`config.mk`:
```
export PLATFORM = sky130hd
export DESIGN_NAME = pad_tap_top
export DESIGN_NICKNAME = d
export VERILOG_FILES = /design/src/rtl/pad_tap_pkg.sv /design/src/rtl/tap_if.sv /design/src/rtl/tap_sequencer.sv /design/src/rtl/pad_port.sv /design/src/rtl/nibble_mux.sv /design/src/rtl/pad_tap_top.sv
export VERILOG_INCLUDE_DIRS = /design/src /design/src/rtl
export SDC_FILE = /design/constraint.sdc
export NUM_CORES = 1
export LEC_CHECK = 0
export ABC_AREA = 1
export BUFFER_PORTS_ARGS = -buffer_cell sky130_fd_sc_hd__buf_4
export CAP_MARGIN = 40
export CORE_ASPECT_RATIO = 1.1
export CORE_MARGIN = 10
export CORE_UTILIZATION = 50
export DETAILED_ROUTE_END_ITERATION = 7
export PLACE_DENSITY = 0.78
export SLEW_MARGIN = 10
export SYNTH_ARGS = -nofsm -noshare
export SYNTH_HDL_FRONTEND = slang
export SYNTH_SLANG_ARGS = --single-unit
```
`constraint.sdc`:
```
create_clock -name clk_sys -period 2.1 [get_ports clk_sys]
set_clock_uncertainty 0.05 [all_clocks]
set_input_delay 0.63 -clock clk_sys [delete_from_list [all_inputs] [get_ports clk_sys]]
set_output_delay 0.63 -clock clk_sys [all_outputs]
set_load 0.05 [all_outputs]
```
`src/rtl/pad_tap_cfg.svh`:
```
////////////////////////////////////////////////////////////////////////////
// Sizes for the controller-port section. The port index must be able
// to address one slot past the last port, which reads as an idle pad.
////////////////////////////////////////////////////////////////////////////

`ifndef PAD_TAP_CFG_SVH
`define PAD_TAP_CFG_SVH

// Ports reachable through the Turbo Tap
`define PAD_NUM_PORTS 5

// Host joystick word, directions in 3:0, buttons above
`define PAD_JOY_W 12

// Console pad word, four active-low nibbles
`define PAD_WORD_W 16

// Port index counter, wraps at 7
`define PAD_IDX_W 3

`endif

```
`src/rtl/pad_tap_pkg.sv`:
```
////////////////////////////////////////////////////////////////////////////
// Types shared by the pad tap blocks. Pad words are active low.
////////////////////////////////////////////////////////////////////////////

`include "pad_tap_cfg.svh"

package pad_tap_pkg;

	// One port's word: {id, III-VI, buttons, directions}
	typedef logic [`PAD_WORD_W-1:0] pad_word_t;

	// Indices at or above the port count read no pad
	typedef logic [`PAD_IDX_W-1:0] port_idx_t;

	// All port words side by side, as fed to the nibble mux
	typedef pad_word_t pad_bank_t [`PAD_NUM_PORTS];

	// Nibble currently presented, encoded as {high_page, sel}
	typedef enum logic [1:0] {
		NIB_DIR = 2'd0,
		NIB_BTN = 2'd1,
		NIB_EXT = 2'd2,
		NIB_ID  = 2'd3
	} nib_sel_t;

	// Nothing pressed, six-button id nibble reads zero
	localparam pad_word_t PAD_IDLE_WORD = 16'h0FFF;

endpackage

```
`src/rtl/tap_if.sv`:
```
////////////////////////////////////////////////////////////////////////////
// Scan state of the tap. Levels are the registered SEL/CLR pins, so they
// trail the connector by one clock.
////////////////////////////////////////////////////////////////////////////

`timescale 1ns/1ps

interface tap_if;

	// Port currently addressed by the tap
	pad_tap_pkg::port_idx_t port_idx;

	// Extra-button page of the six-button protocol
	logic high_page;

	// Registered pin levels
	logic sel_lvl;
	logic clr_lvl;

	modport source (
		output port_idx,
		output high_page,
		output sel_lvl,
		output clr_lvl
	);

	modport sink (
		input port_idx,
		input high_page,
		input sel_lvl,
		input clr_lvl
	);

endinterface

```
`src/rtl/tap_sequencer.sv`:
```
////////////////////////////////////////////////////////////////////////////
// Follows the console's SEL/CLR lines. SEL and CLR are taken as already
// synchronous to clk_sys; edges are found against the registered levels.
////////////////////////////////////////////////////////////////////////////

`timescale 1ns/1ps

module tap_sequencer (
	input  logic  clk_sys,
	input  logic  reset,
	input  logic  sel,
	input  logic  clr,
	input  logic  tap_en,
	input  logic  six_btn_en,
	tap_if.source tap,
	output logic  snapshot
);

	logic sel_lvl;
	logic clr_lvl;
	logic sel_rise;
	logic clr_rise;
	logic high_page;
	pad_tap_pkg::port_idx_t port_idx;

	// Pin against last registered level
	assign sel_rise = sel & ~sel_lvl;
	assign clr_rise = clr & ~clr_lvl;

	always_ff @(posedge clk_sys) begin
		if (reset) begin
			sel_lvl   <= 1'b0;
			clr_lvl   <= 1'b0;
			snapshot  <= 1'b0;
			high_page <= 1'b0;
			port_idx  <= '0;
		end else begin
			sel_lvl  <= sel;
			clr_lvl  <= clr;
			snapshot <= clr_rise;

			// Each CLR pulse toggles the page in six-button mode
			if (clr_rise) begin
				high_page <= ~high_page & six_btn_en;
			end

			// CLR parks the tap on port 0 and SEL steps it
			if (clr_lvl) begin
				port_idx <= '0;
			end else if (sel_rise && !clr && tap_en) begin
				port_idx <= port_idx + pad_tap_pkg::port_idx_t'(1);
			end
		end
	end

	assign tap.port_idx  = port_idx;
	assign tap.high_page = high_page;
	assign tap.sel_lvl   = sel_lvl;
	assign tap.clr_lvl   = clr_lvl;

	////////////////////////////////////////////////////////////////////////////
	// Checks
	////////////////////////////////////////////////////////////////////////////

	// A scan always restarts from the first port after CLR
	a_clr_home: assert property (
		@(posedge clk_sys) disable iff (reset)
		clr_lvl |=> (tap.port_idx == '0)
	);

endmodule

```
`src/rtl/pad_port.sv`:
```
////////////////////////////////////////////////////////////////////////////
// One controller port. Holds the pad word taken at the last snapshot;
// joystick changes in between stay invisible to the console.
////////////////////////////////////////////////////////////////////////////

`timescale 1ns/1ps

`include "pad_tap_cfg.svh"

module pad_port (
	input  logic                   clk_sys,
	input  logic                   reset,
	input  logic [`PAD_JOY_W-1:0]  joy,
	input  logic                   snapshot,
	output pad_tap_pkg::pad_word_t word
);

	pad_tap_pkg::pad_word_t remap;

	// Host order to connector order, inverted to active low
	// buttons nibble is II, Select, I, Run from the top bit down
	always_comb begin
		remap[15:12] = 4'h0;
		remap[11:8]  = ~joy[11:8];
		remap[7:4]   = ~{joy[5], joy[6], joy[4], joy[7]};
		remap[3:0]   = ~joy[3:0];
	end

	always_ff @(posedge clk_sys) begin
		if (reset) begin
			word <= pad_tap_pkg::PAD_IDLE_WORD;
		end else if (snapshot) begin
			word <= remap;
		end
	end

endmodule

```
`src/rtl/nibble_mux.sv`:
```
////////////////////////////////////////////////////////////////////////////
// Drives the 4-bit connector nibble. Output is registered and held at
// zero while CLR is high; unpopulated tap slots read as an idle pad.
////////////////////////////////////////////////////////////////////////////

`timescale 1ns/1ps

`include "pad_tap_cfg.svh"

module nibble_mux (
	input  logic                   clk_sys,
	input  logic                   reset,
	tap_if.sink                    tap,
	input  pad_tap_pkg::pad_bank_t words,
	output logic [3:0]             pad_nibble
);

	pad_tap_pkg::nib_sel_t  nib_sel;
	pad_tap_pkg::pad_word_t word;
	logic [3:0]             nib;

	assign nib_sel = pad_tap_pkg::nib_sel_t'({tap.high_page, tap.sel_lvl});

	// Port select, slots past the last port have no pad
	always_comb begin
		if (tap.port_idx < pad_tap_pkg::port_idx_t'(`PAD_NUM_PORTS)) begin
			word = words[tap.port_idx];
		end else begin
			word = pad_tap_pkg::PAD_IDLE_WORD;
		end
	end

	always_comb begin
		case (nib_sel)
			pad_tap_pkg::NIB_DIR: nib = word[3:0];
			pad_tap_pkg::NIB_BTN: nib = word[7:4];
			pad_tap_pkg::NIB_EXT: nib = word[11:8];
			default:              nib = word[15:12];
		endcase
	end

	always_ff @(posedge clk_sys) begin
		if (reset || tap.clr_lvl) begin
			pad_nibble <= 4'h0;
		end else begin
			pad_nibble <= nib;
		end
	end

	// Console sees all lines low during CLR
	a_clr_zero: assert property (
		@(posedge clk_sys) disable iff (reset)
		tap.clr_lvl |=> (pad_nibble == 4'h0)
	);

endmodule

```
`src/rtl/pad_tap_top.sv`:
```
////////////////////////////////////////////////////////////////////////////
// Controller-port section: five host pads behind a Turbo Tap, with the
// six-button protocol. A pin change shows on pad_nibble within 3 clocks.
////////////////////////////////////////////////////////////////////////////

`timescale 1ns/1ps

`include "pad_tap_cfg.svh"

module pad_tap_top (
	input  logic                  clk_sys,
	input  logic                  reset,
	input  logic [`PAD_JOY_W-1:0] joy_0,
	input  logic [`PAD_JOY_W-1:0] joy_1,
	input  logic [`PAD_JOY_W-1:0] joy_2,
	input  logic [`PAD_JOY_W-1:0] joy_3,
	input  logic [`PAD_JOY_W-1:0] joy_4,
	input  logic                  sel,
	input  logic                  clr,
	input  logic                  tap_en,
	input  logic                  six_btn_en,
	output logic [3:0]            pad_nibble
);

	logic [`PAD_JOY_W-1:0]  joy [`PAD_NUM_PORTS];
	logic                   snapshot;
	pad_tap_pkg::pad_bank_t words;

	tap_if tap ();

	assign joy = '{joy_0, joy_1, joy_2, joy_3, joy_4};

	////////////////////////////////////////////////////////////////////////////
	// SEL/CLR tracking
	////////////////////////////////////////////////////////////////////////////

	tap_sequencer u_sequencer (
		.clk_sys    (clk_sys),
		.reset      (reset),
		.sel        (sel),
		.clr        (clr),
		.tap_en     (tap_en),
		.six_btn_en (six_btn_en),
		.tap        (tap.source),
		.snapshot   (snapshot)
	);

	////////////////////////////////////////////////////////////////////////////
	// Ports and output mux
	////////////////////////////////////////////////////////////////////////////

	// All ports share one snapshot so a scan reads one frame
	for (genvar i = 0; i < `PAD_NUM_PORTS; i++) begin : g_port
		pad_port u_port (
			.clk_sys  (clk_sys),
			.reset    (reset),
			.joy      (joy[i]),
			.snapshot (snapshot),
			.word     (words[i])
		);
	end

	nibble_mux u_mux (
		.clk_sys    (clk_sys),
		.reset      (reset),
		.tap        (tap.sink),
		.words      (words),
		.pad_nibble (pad_nibble)
	);

endmodule

```
==> impl_metrics.tcl, run 1 <==
set metrics [dict create \
    cts_resized 0 \
    tightest_slew_ps 624.6 \
    switching_share_pct 26.37 \
    drt_first_iter_violations 255 \
    drt_wl_total_um 7531 \
    cts_buffers 9 \
    grt_pass1_vias 2748 \
    multiInputGateArea_um2 1366 \
    drive_gt1_share_pct 23.82 \
    row_count 29 \
    yosysTopAreaCell "dfxtp_1" \
    rr_worst_depth 8 \
    grt_pass1_wl_um 12560 \
    htree_levels 3 \
    critPathLaunchType "flip-flop" \
    pwr-share-clk_pct 36.4 \
    synth_compound_area_share_pct 21.77 \
    vias 2802 \
    dpl.hpwl_um 5472 \
    cts_hold_buf 0 \
    cts_setup_buffers 0 \
    drt_first_pass_iters 4 \
    max-vdd-ir-drop_mv 0.5527 \
    min_period_over_period_pct 81.85 \
    route.detailed.drc 0 \
    crit_arrival_ps 1930 \
    p_sw_uw 787.5 \
    synthSimpleGateAreaFrac_pct 22.50 \
    synth_xor_area_share_pct 0 \
    r2r-start "u_sequencer.tap.port_idx[1]$_SDFFE_PP0P_" \
    min_from "joy_1[1]" \
    seq_area_um2 1421 \
    p_leak_nw 1.712 \
    clockBufferDepth 2 \
    synth_cell_types 24 \
    grt_max_degree 59 \
    min_path_type "input pin to flip-flop" \
    grt_usage_pct 16.29 \
    synth_seq_area_share_pct 46.48 \
    cts_num_sinks 71 \
    ios 70 \
    max_cap_violations 0 \
    finalNetCount 528 \
    syn_area_per_cell_um2 7.569 \
    die_x_um 94.57 \
    routedWlPerCell_um 13.87 \
    crit_path_end_kind "flip-flop" \
    worstSetupPathType "flip-flop to flip-flop" \
    holdWs_ps 384.9 \
    powerDensity_nw_per_um2 794.8 \
    num_antenna_cells 0 \
    area_growth_pct 22.87 \
    root_buffer "clkbuf_8" \
    p_comb_share_pct 13.7 \
    seqPwrFrac_pct 49.9 \
    synth.area.mux_share_pct 0 \
    slew_headroom_pct 58.30 \
    synth_top_area_share_pct 46.48 \
    syn-num-nets 471 \
    internal-power_mw 2.199 \
    cp-startpoint "u_sequencer.tap.port_idx[1]$_SDFFE_PP0P_" \
    ys_seq_elements 71 \
    slew_viol_final 0 \
    ant_nets 0 \
    syn_inst 404 \
    coreArea_um2 5842 \
    drt-vias-per-instance 5.160 \
    crit_path_max_fanout 15 \
    synth_adder_area_share_pct 0.4092 \
    final_common_cell "nand2_1" \
    status "finished, final reports clean" \
    port-buffer-count 69 \
    final_hold_viol_count 0 \
    synth_top_family_by_area "simple AND/OR/NAND/NOR gates" \
    final_cell_mix "97 x nand2_1, 74 x buf_4, 71 x dfxtp_1" \
    whs_path_depth 2 \
    postLayoutCoreUtil_pct 64.32 \
    finalSetupViolCount 0 \
    fillers 529 \
    antenna_found_initial 0 \
    die_h_um 102.0 \
    grt.overflow.total 0 \
    gp_congestion 0.8761 \
    synthTopCellsByArea "dfxtp_1 46%, nand2_1 12%, a21oi_1 10%" \
    period_needed_ps 1719 \
    grt_setup_unrepaired "no" \
    tritoncts "done" \
    tns_ps 0 \
    clk_latency_ps 350 \
    max_freq_mhz 581.8 \
    yosysWarnings 0 \
    start_util_pct 52.35 \
    cp.required_ps 2310 \
    syn_area_um2 3058 \
    path_clk_slew_ps 70 \
    die_area_um2 9648 \
]
[cells in the mapped netlist (all sizes together)]
library cell / count
nand2: 97
dfxtp: 71
o21ai: 67
a21oi: 63
nand3: 29
buf: 18
inv: 18
clkbuf: 11
nor2: 9
clkinv: 8
nand3b: 8
a21boi: 1
ha: 1
nand4: 1
nor3: 1
o21a: 1
[path summary, 6_finish.rpt]
path	slack, ps	to
worst max-delay path	380	u_mux.pad_nibble[2]$_SDFF_PP0_
worst max register to register	380	u_mux.pad_nibble[2]$_SDFF_PP0_
worst min register to register	420	g_port[4].u_port.word[10]$_SDFFE_PP1P_
worst min-delay path	380	g_port[1].u_port.word[1]$_SDFFE_PP1P_
[area by class of cell]
type                       count  share of cell area [%]
clock buffer                  10                   3.663
clock inverter                 6                   1.598
inverter                      26                   2.664
multi-input combinational    278                   36.36
sequential                    71                   37.83
tap                           77                   2.564
timing repair buffer          75                   15.32
[cells by family (layout without fill, tap and decap cells)]
| group | after synthesis | after routing |
|---|---|---|
| and+or+nand+nor | 145 | 145 |
| AOI/OAI and AO/OA | 132 | 132 |
| DFF | 71 | 71 |
| buffers and inverters | 55 | 117 |
| adders and majority gates | 1 | 1 |
[flip-flops by register name (all words and copies together) (netlist names)]
name                       flops
g_port.u_port.word            60
u_mux.pad_nibble               4
u_sequencer.snapshot           1
u_sequencer.tap.clr_lvl        1
u_sequencer.tap.high_page      1
u_sequencer.tap.port_idx       3
u_sequencer.tap.sel_lvl        1
[worst max-delay path, stage by stage, from the launching register on]
cell,delay [ps]
dfxtp_1,510
inv_2,370
nand3_2,150
o21ai_0,220
clkinv_1,90
nand2_1,60
nand3_1,70
nand2_1,70
inv_1,40
[power by group through the flow]
stage | clock network (mW) | registers, mW | logic [mW]
4_1_cts | 1.10 | 1.49 | 0.411
2_1_floorplan | 0 | 1.53 | 0.235
3_3_place_gp | 0 | 1.52 | 0.402
3_5_place_dp | 0 | 1.52 | 0.410
5_1_grt | 1.17 | 1.50 | 0.469
6_report | 1.09 | 1.49 | 0.409
[through the flow]
step	area (µm²)	cells	total power [mW]	setup WS, ps
after global routing	3757	543	3.134	198.7
after global placement	3560	527	1.920	410.9
after floorplan	3058	404	1.765	790.5
final	3757	543	2.986	381.1
after detailed placement	3560	527	1.929	357.6
after CTS	3757	543	3.004	345.2
[metal layers]
layer  vias to the layer above  GRT usage, %  part of all wire [%]  wire [µm]
li1                       1459             -                     -          -
met1                      1259         19.89                    44       3318
met2                        73         25.58                    48       3600
met3                        11         5.279                   6.5        490
met4                         0         7.373                   1.6        123
met5                         -             0                     0          0
(Power assumes the default switching activity.)
==> inputs of run 2 (changes only) <==
==> constraint.sdc (replaced) <==
create_clock -name clk_sys -period 1.6 [get_ports clk_sys]
set_clock_uncertainty 0.05 [all_clocks]
set_input_delay 0.48 -clock clk_sys [delete_from_list [all_inputs] [get_ports clk_sys]]
set_output_delay 0.48 -clock clk_sys [all_outputs]
set_load 0.05 [all_outputs]
==> run 2 against run 1 <==
Register-to-register slack got worse by 150 ps. Clock-buffer cell count increased by 4. Worst setup slack got worse by 190 ps. Critical endpoint is now pad_nibble[1]. Highest routed layer unchanged.
==> impl_metrics.tcl, run 2 (synthesis results as in run 1) <==
set metrics [dict create \
    dp_slack_ps 200.0 \
    finalSetupViolCount 0 \
    dp.cells 531 \
    postLayoutCoreUtil_pct 66.07 \
    min_from "joy_2[2]" \
    clk_latency_ps 350 \
    largest_reg_flops 60 \
    ios 70 \
    stdcell_count 547 \
    final_common_cell "nand2_1" \
    grt.overflow.total 0 \
    cts_hold_buf 0 \
    routedWlPerCell_um 13.72 \
    grt_pass1_vias 2762 \
    num_antenna_cells 0 \
    antenna_found_initial 0 \
    area_growth_pct 26.23 \
    max_freq_mhz 709.8 \
    period_needed_ps 1409 \
    critPathMaxStageDelay_ps 340 \
    cp.required_ps 1070 \
    cp_top_family "flip-flops" \
    drt-vias-per-instance 5.112 \
    worstSetupPathType "flip-flop to primary output" \
    max_cap_violations 0 \
    design_area_um2 3860 \
    crit_buf_inv 1 \
    crit_path_max_fanout 1 \
    fillers 509 \
    final_cell_mix "97 x nand2_1, 76 x buf_4, 71 x dfxtp_1" \
    cp_cell_sequence "buf_4" \
    drt_first_iter_violations 190 \
    min_path_type "input pin to flip-flop" \
    p_leak_nw 1.768 \
    start_util_pct 52.35 \
    tightest_slew_ps 341.6 \
    ant_nets 0 \
    power_mw 4.195 \
    root_buffer "clkbuf_8" \
    cp-startpoint "u_mux.pad_nibble[1]$_SDFF_PP0_" \
    port-buffer-count 69 \
    drive_gt1_share_pct 24.26 \
    slew_headroom_pct 77.23 \
    finalNetCount 532 \
    reg_top3 "g_port.u_port.word (60), u_mux.pad_nibble (4), u_sequencer.tap.port_idx (3)" \
    grt_pass1_wl_um 12570 \
    die_h_um 102.0 \
    powerDensity_nw_per_um2 1087 \
    slew_viol_final 0 \
    cts_resized 0 \
    r2r-start "u_sequencer.tap.port_idx[0]$_SDFFE_PP0P_" \
    grt_usage_pct 16.19 \
    cts_setup_buffers 0 \
    whs_path_depth 2 \
    seq_area_um2 1421 \
    drt_wl_total_um 7505 \
    vias 2796 \
    reg2reg_to "u_mux.pad_nibble[1]$_SDFF_PP0_" \
    htree_levels 3 \
    setup_slack_ps 191.1 \
    status "finished, final reports clean" \
    min_period_over_period_pct 88.05 \
    final_hold_viol_count 0 \
    drt_first_pass_iters 4 \
    holdWs_ps 243.0 \
    clockBufferDepth 2 \
    critPathLaunchType "flip-flop" \
    rr_worst_depth 8 \
    die_area_um2 9648 \
    cts_buffers 9 \
    crit_arrival_ps 880 \
    grt_setup_unrepaired "no" \
    grt_max_degree 57 \
    r2r_setup_slack_ps 230 \
    slowest_stage "dfxtp_1" \
    die_x_um 94.57 \
    route.detailed.drc 0 \
    gp_congestion 0.8948 \
    row_count 29 \
    postPlaceCellArea_um2 3615 \
    tritoncts "done" \
    min_to "g_port[2].u_port.word[2]$_SDFFE_PP1P_" \
    dpl.hpwl_um 5636 \
    multiInputGateArea_um2 1366 \
    cts_num_sinks 71 \
    tns_ps 0 \
    regMostFlops "g_port.u_port.word" \
    crit_path_end_kind "primary output" \
    path_clk_slew_ps 70 \
    max-vdd-ir-drop_mv 0.7265 \
    coreArea_um2 5842 \
]
-- run 2: cell count changes in the layout (fill, tap and decap cells not counted), sizes merged --
cell | previous run | this run
buf | 75 | 79
bufinv | 1 | 2
clkbuf | 10 | 14
clkinv | 11 | 8
clkinvlp | 2 | 0
-- run 2: worst max-delay path by stage --
stage / end / slack (ps) / cells past startpoint
floorplan: u_mux.pad_nibble[0]$_SDFF_PP0_ / 410 / 11
global placement: u_sequencer.tap.port_idx[2]$_SDFFE_PP0P_ / 240 / 6
detailed placement: u_mux.pad_nibble[0]$_SDFF_PP0_ / 200 / 8
CTS: pad_nibble[1] / 170 / 1
global route: u_mux.pad_nibble[0]$_SDFF_PP0_ / 60 / 8
finish: pad_nibble[1] / 190 / 1
-- run 2: power breakdown --
part           switching (mW)  internal [mW]  total, mW
Combinational           0.294          0.257      0.552
Sequential             0.0701           1.89       1.96
Clock                   0.637           1.05       1.69
Total                    1.00           3.19       4.20
-- run 2: metal layers --
| layer | vias to the layer above | part of all wire, % | GRT usage (%) |
|---|---|---|---|
| met2 | 83 | 47 | 25.37 |
| li1 | 1467 | - | - |
| met5 | - | 0 | 0 |
| met3 | 13 | 8.2 | 5.938 |
| met4 | 0 | 1.9 | 6.452 |
| met1 | 1233 | 43 | 19.71 |
-- run 2: layout make-up --
class,instances,share of cell area (%)
clock buffers,14,4.733
multi-input cells,278,35.40
clock inverters,2,1.556
flip-flops and latches,71,36.82
repair buffers,79,16.34
well taps,77,2.496
inverters,26,2.658
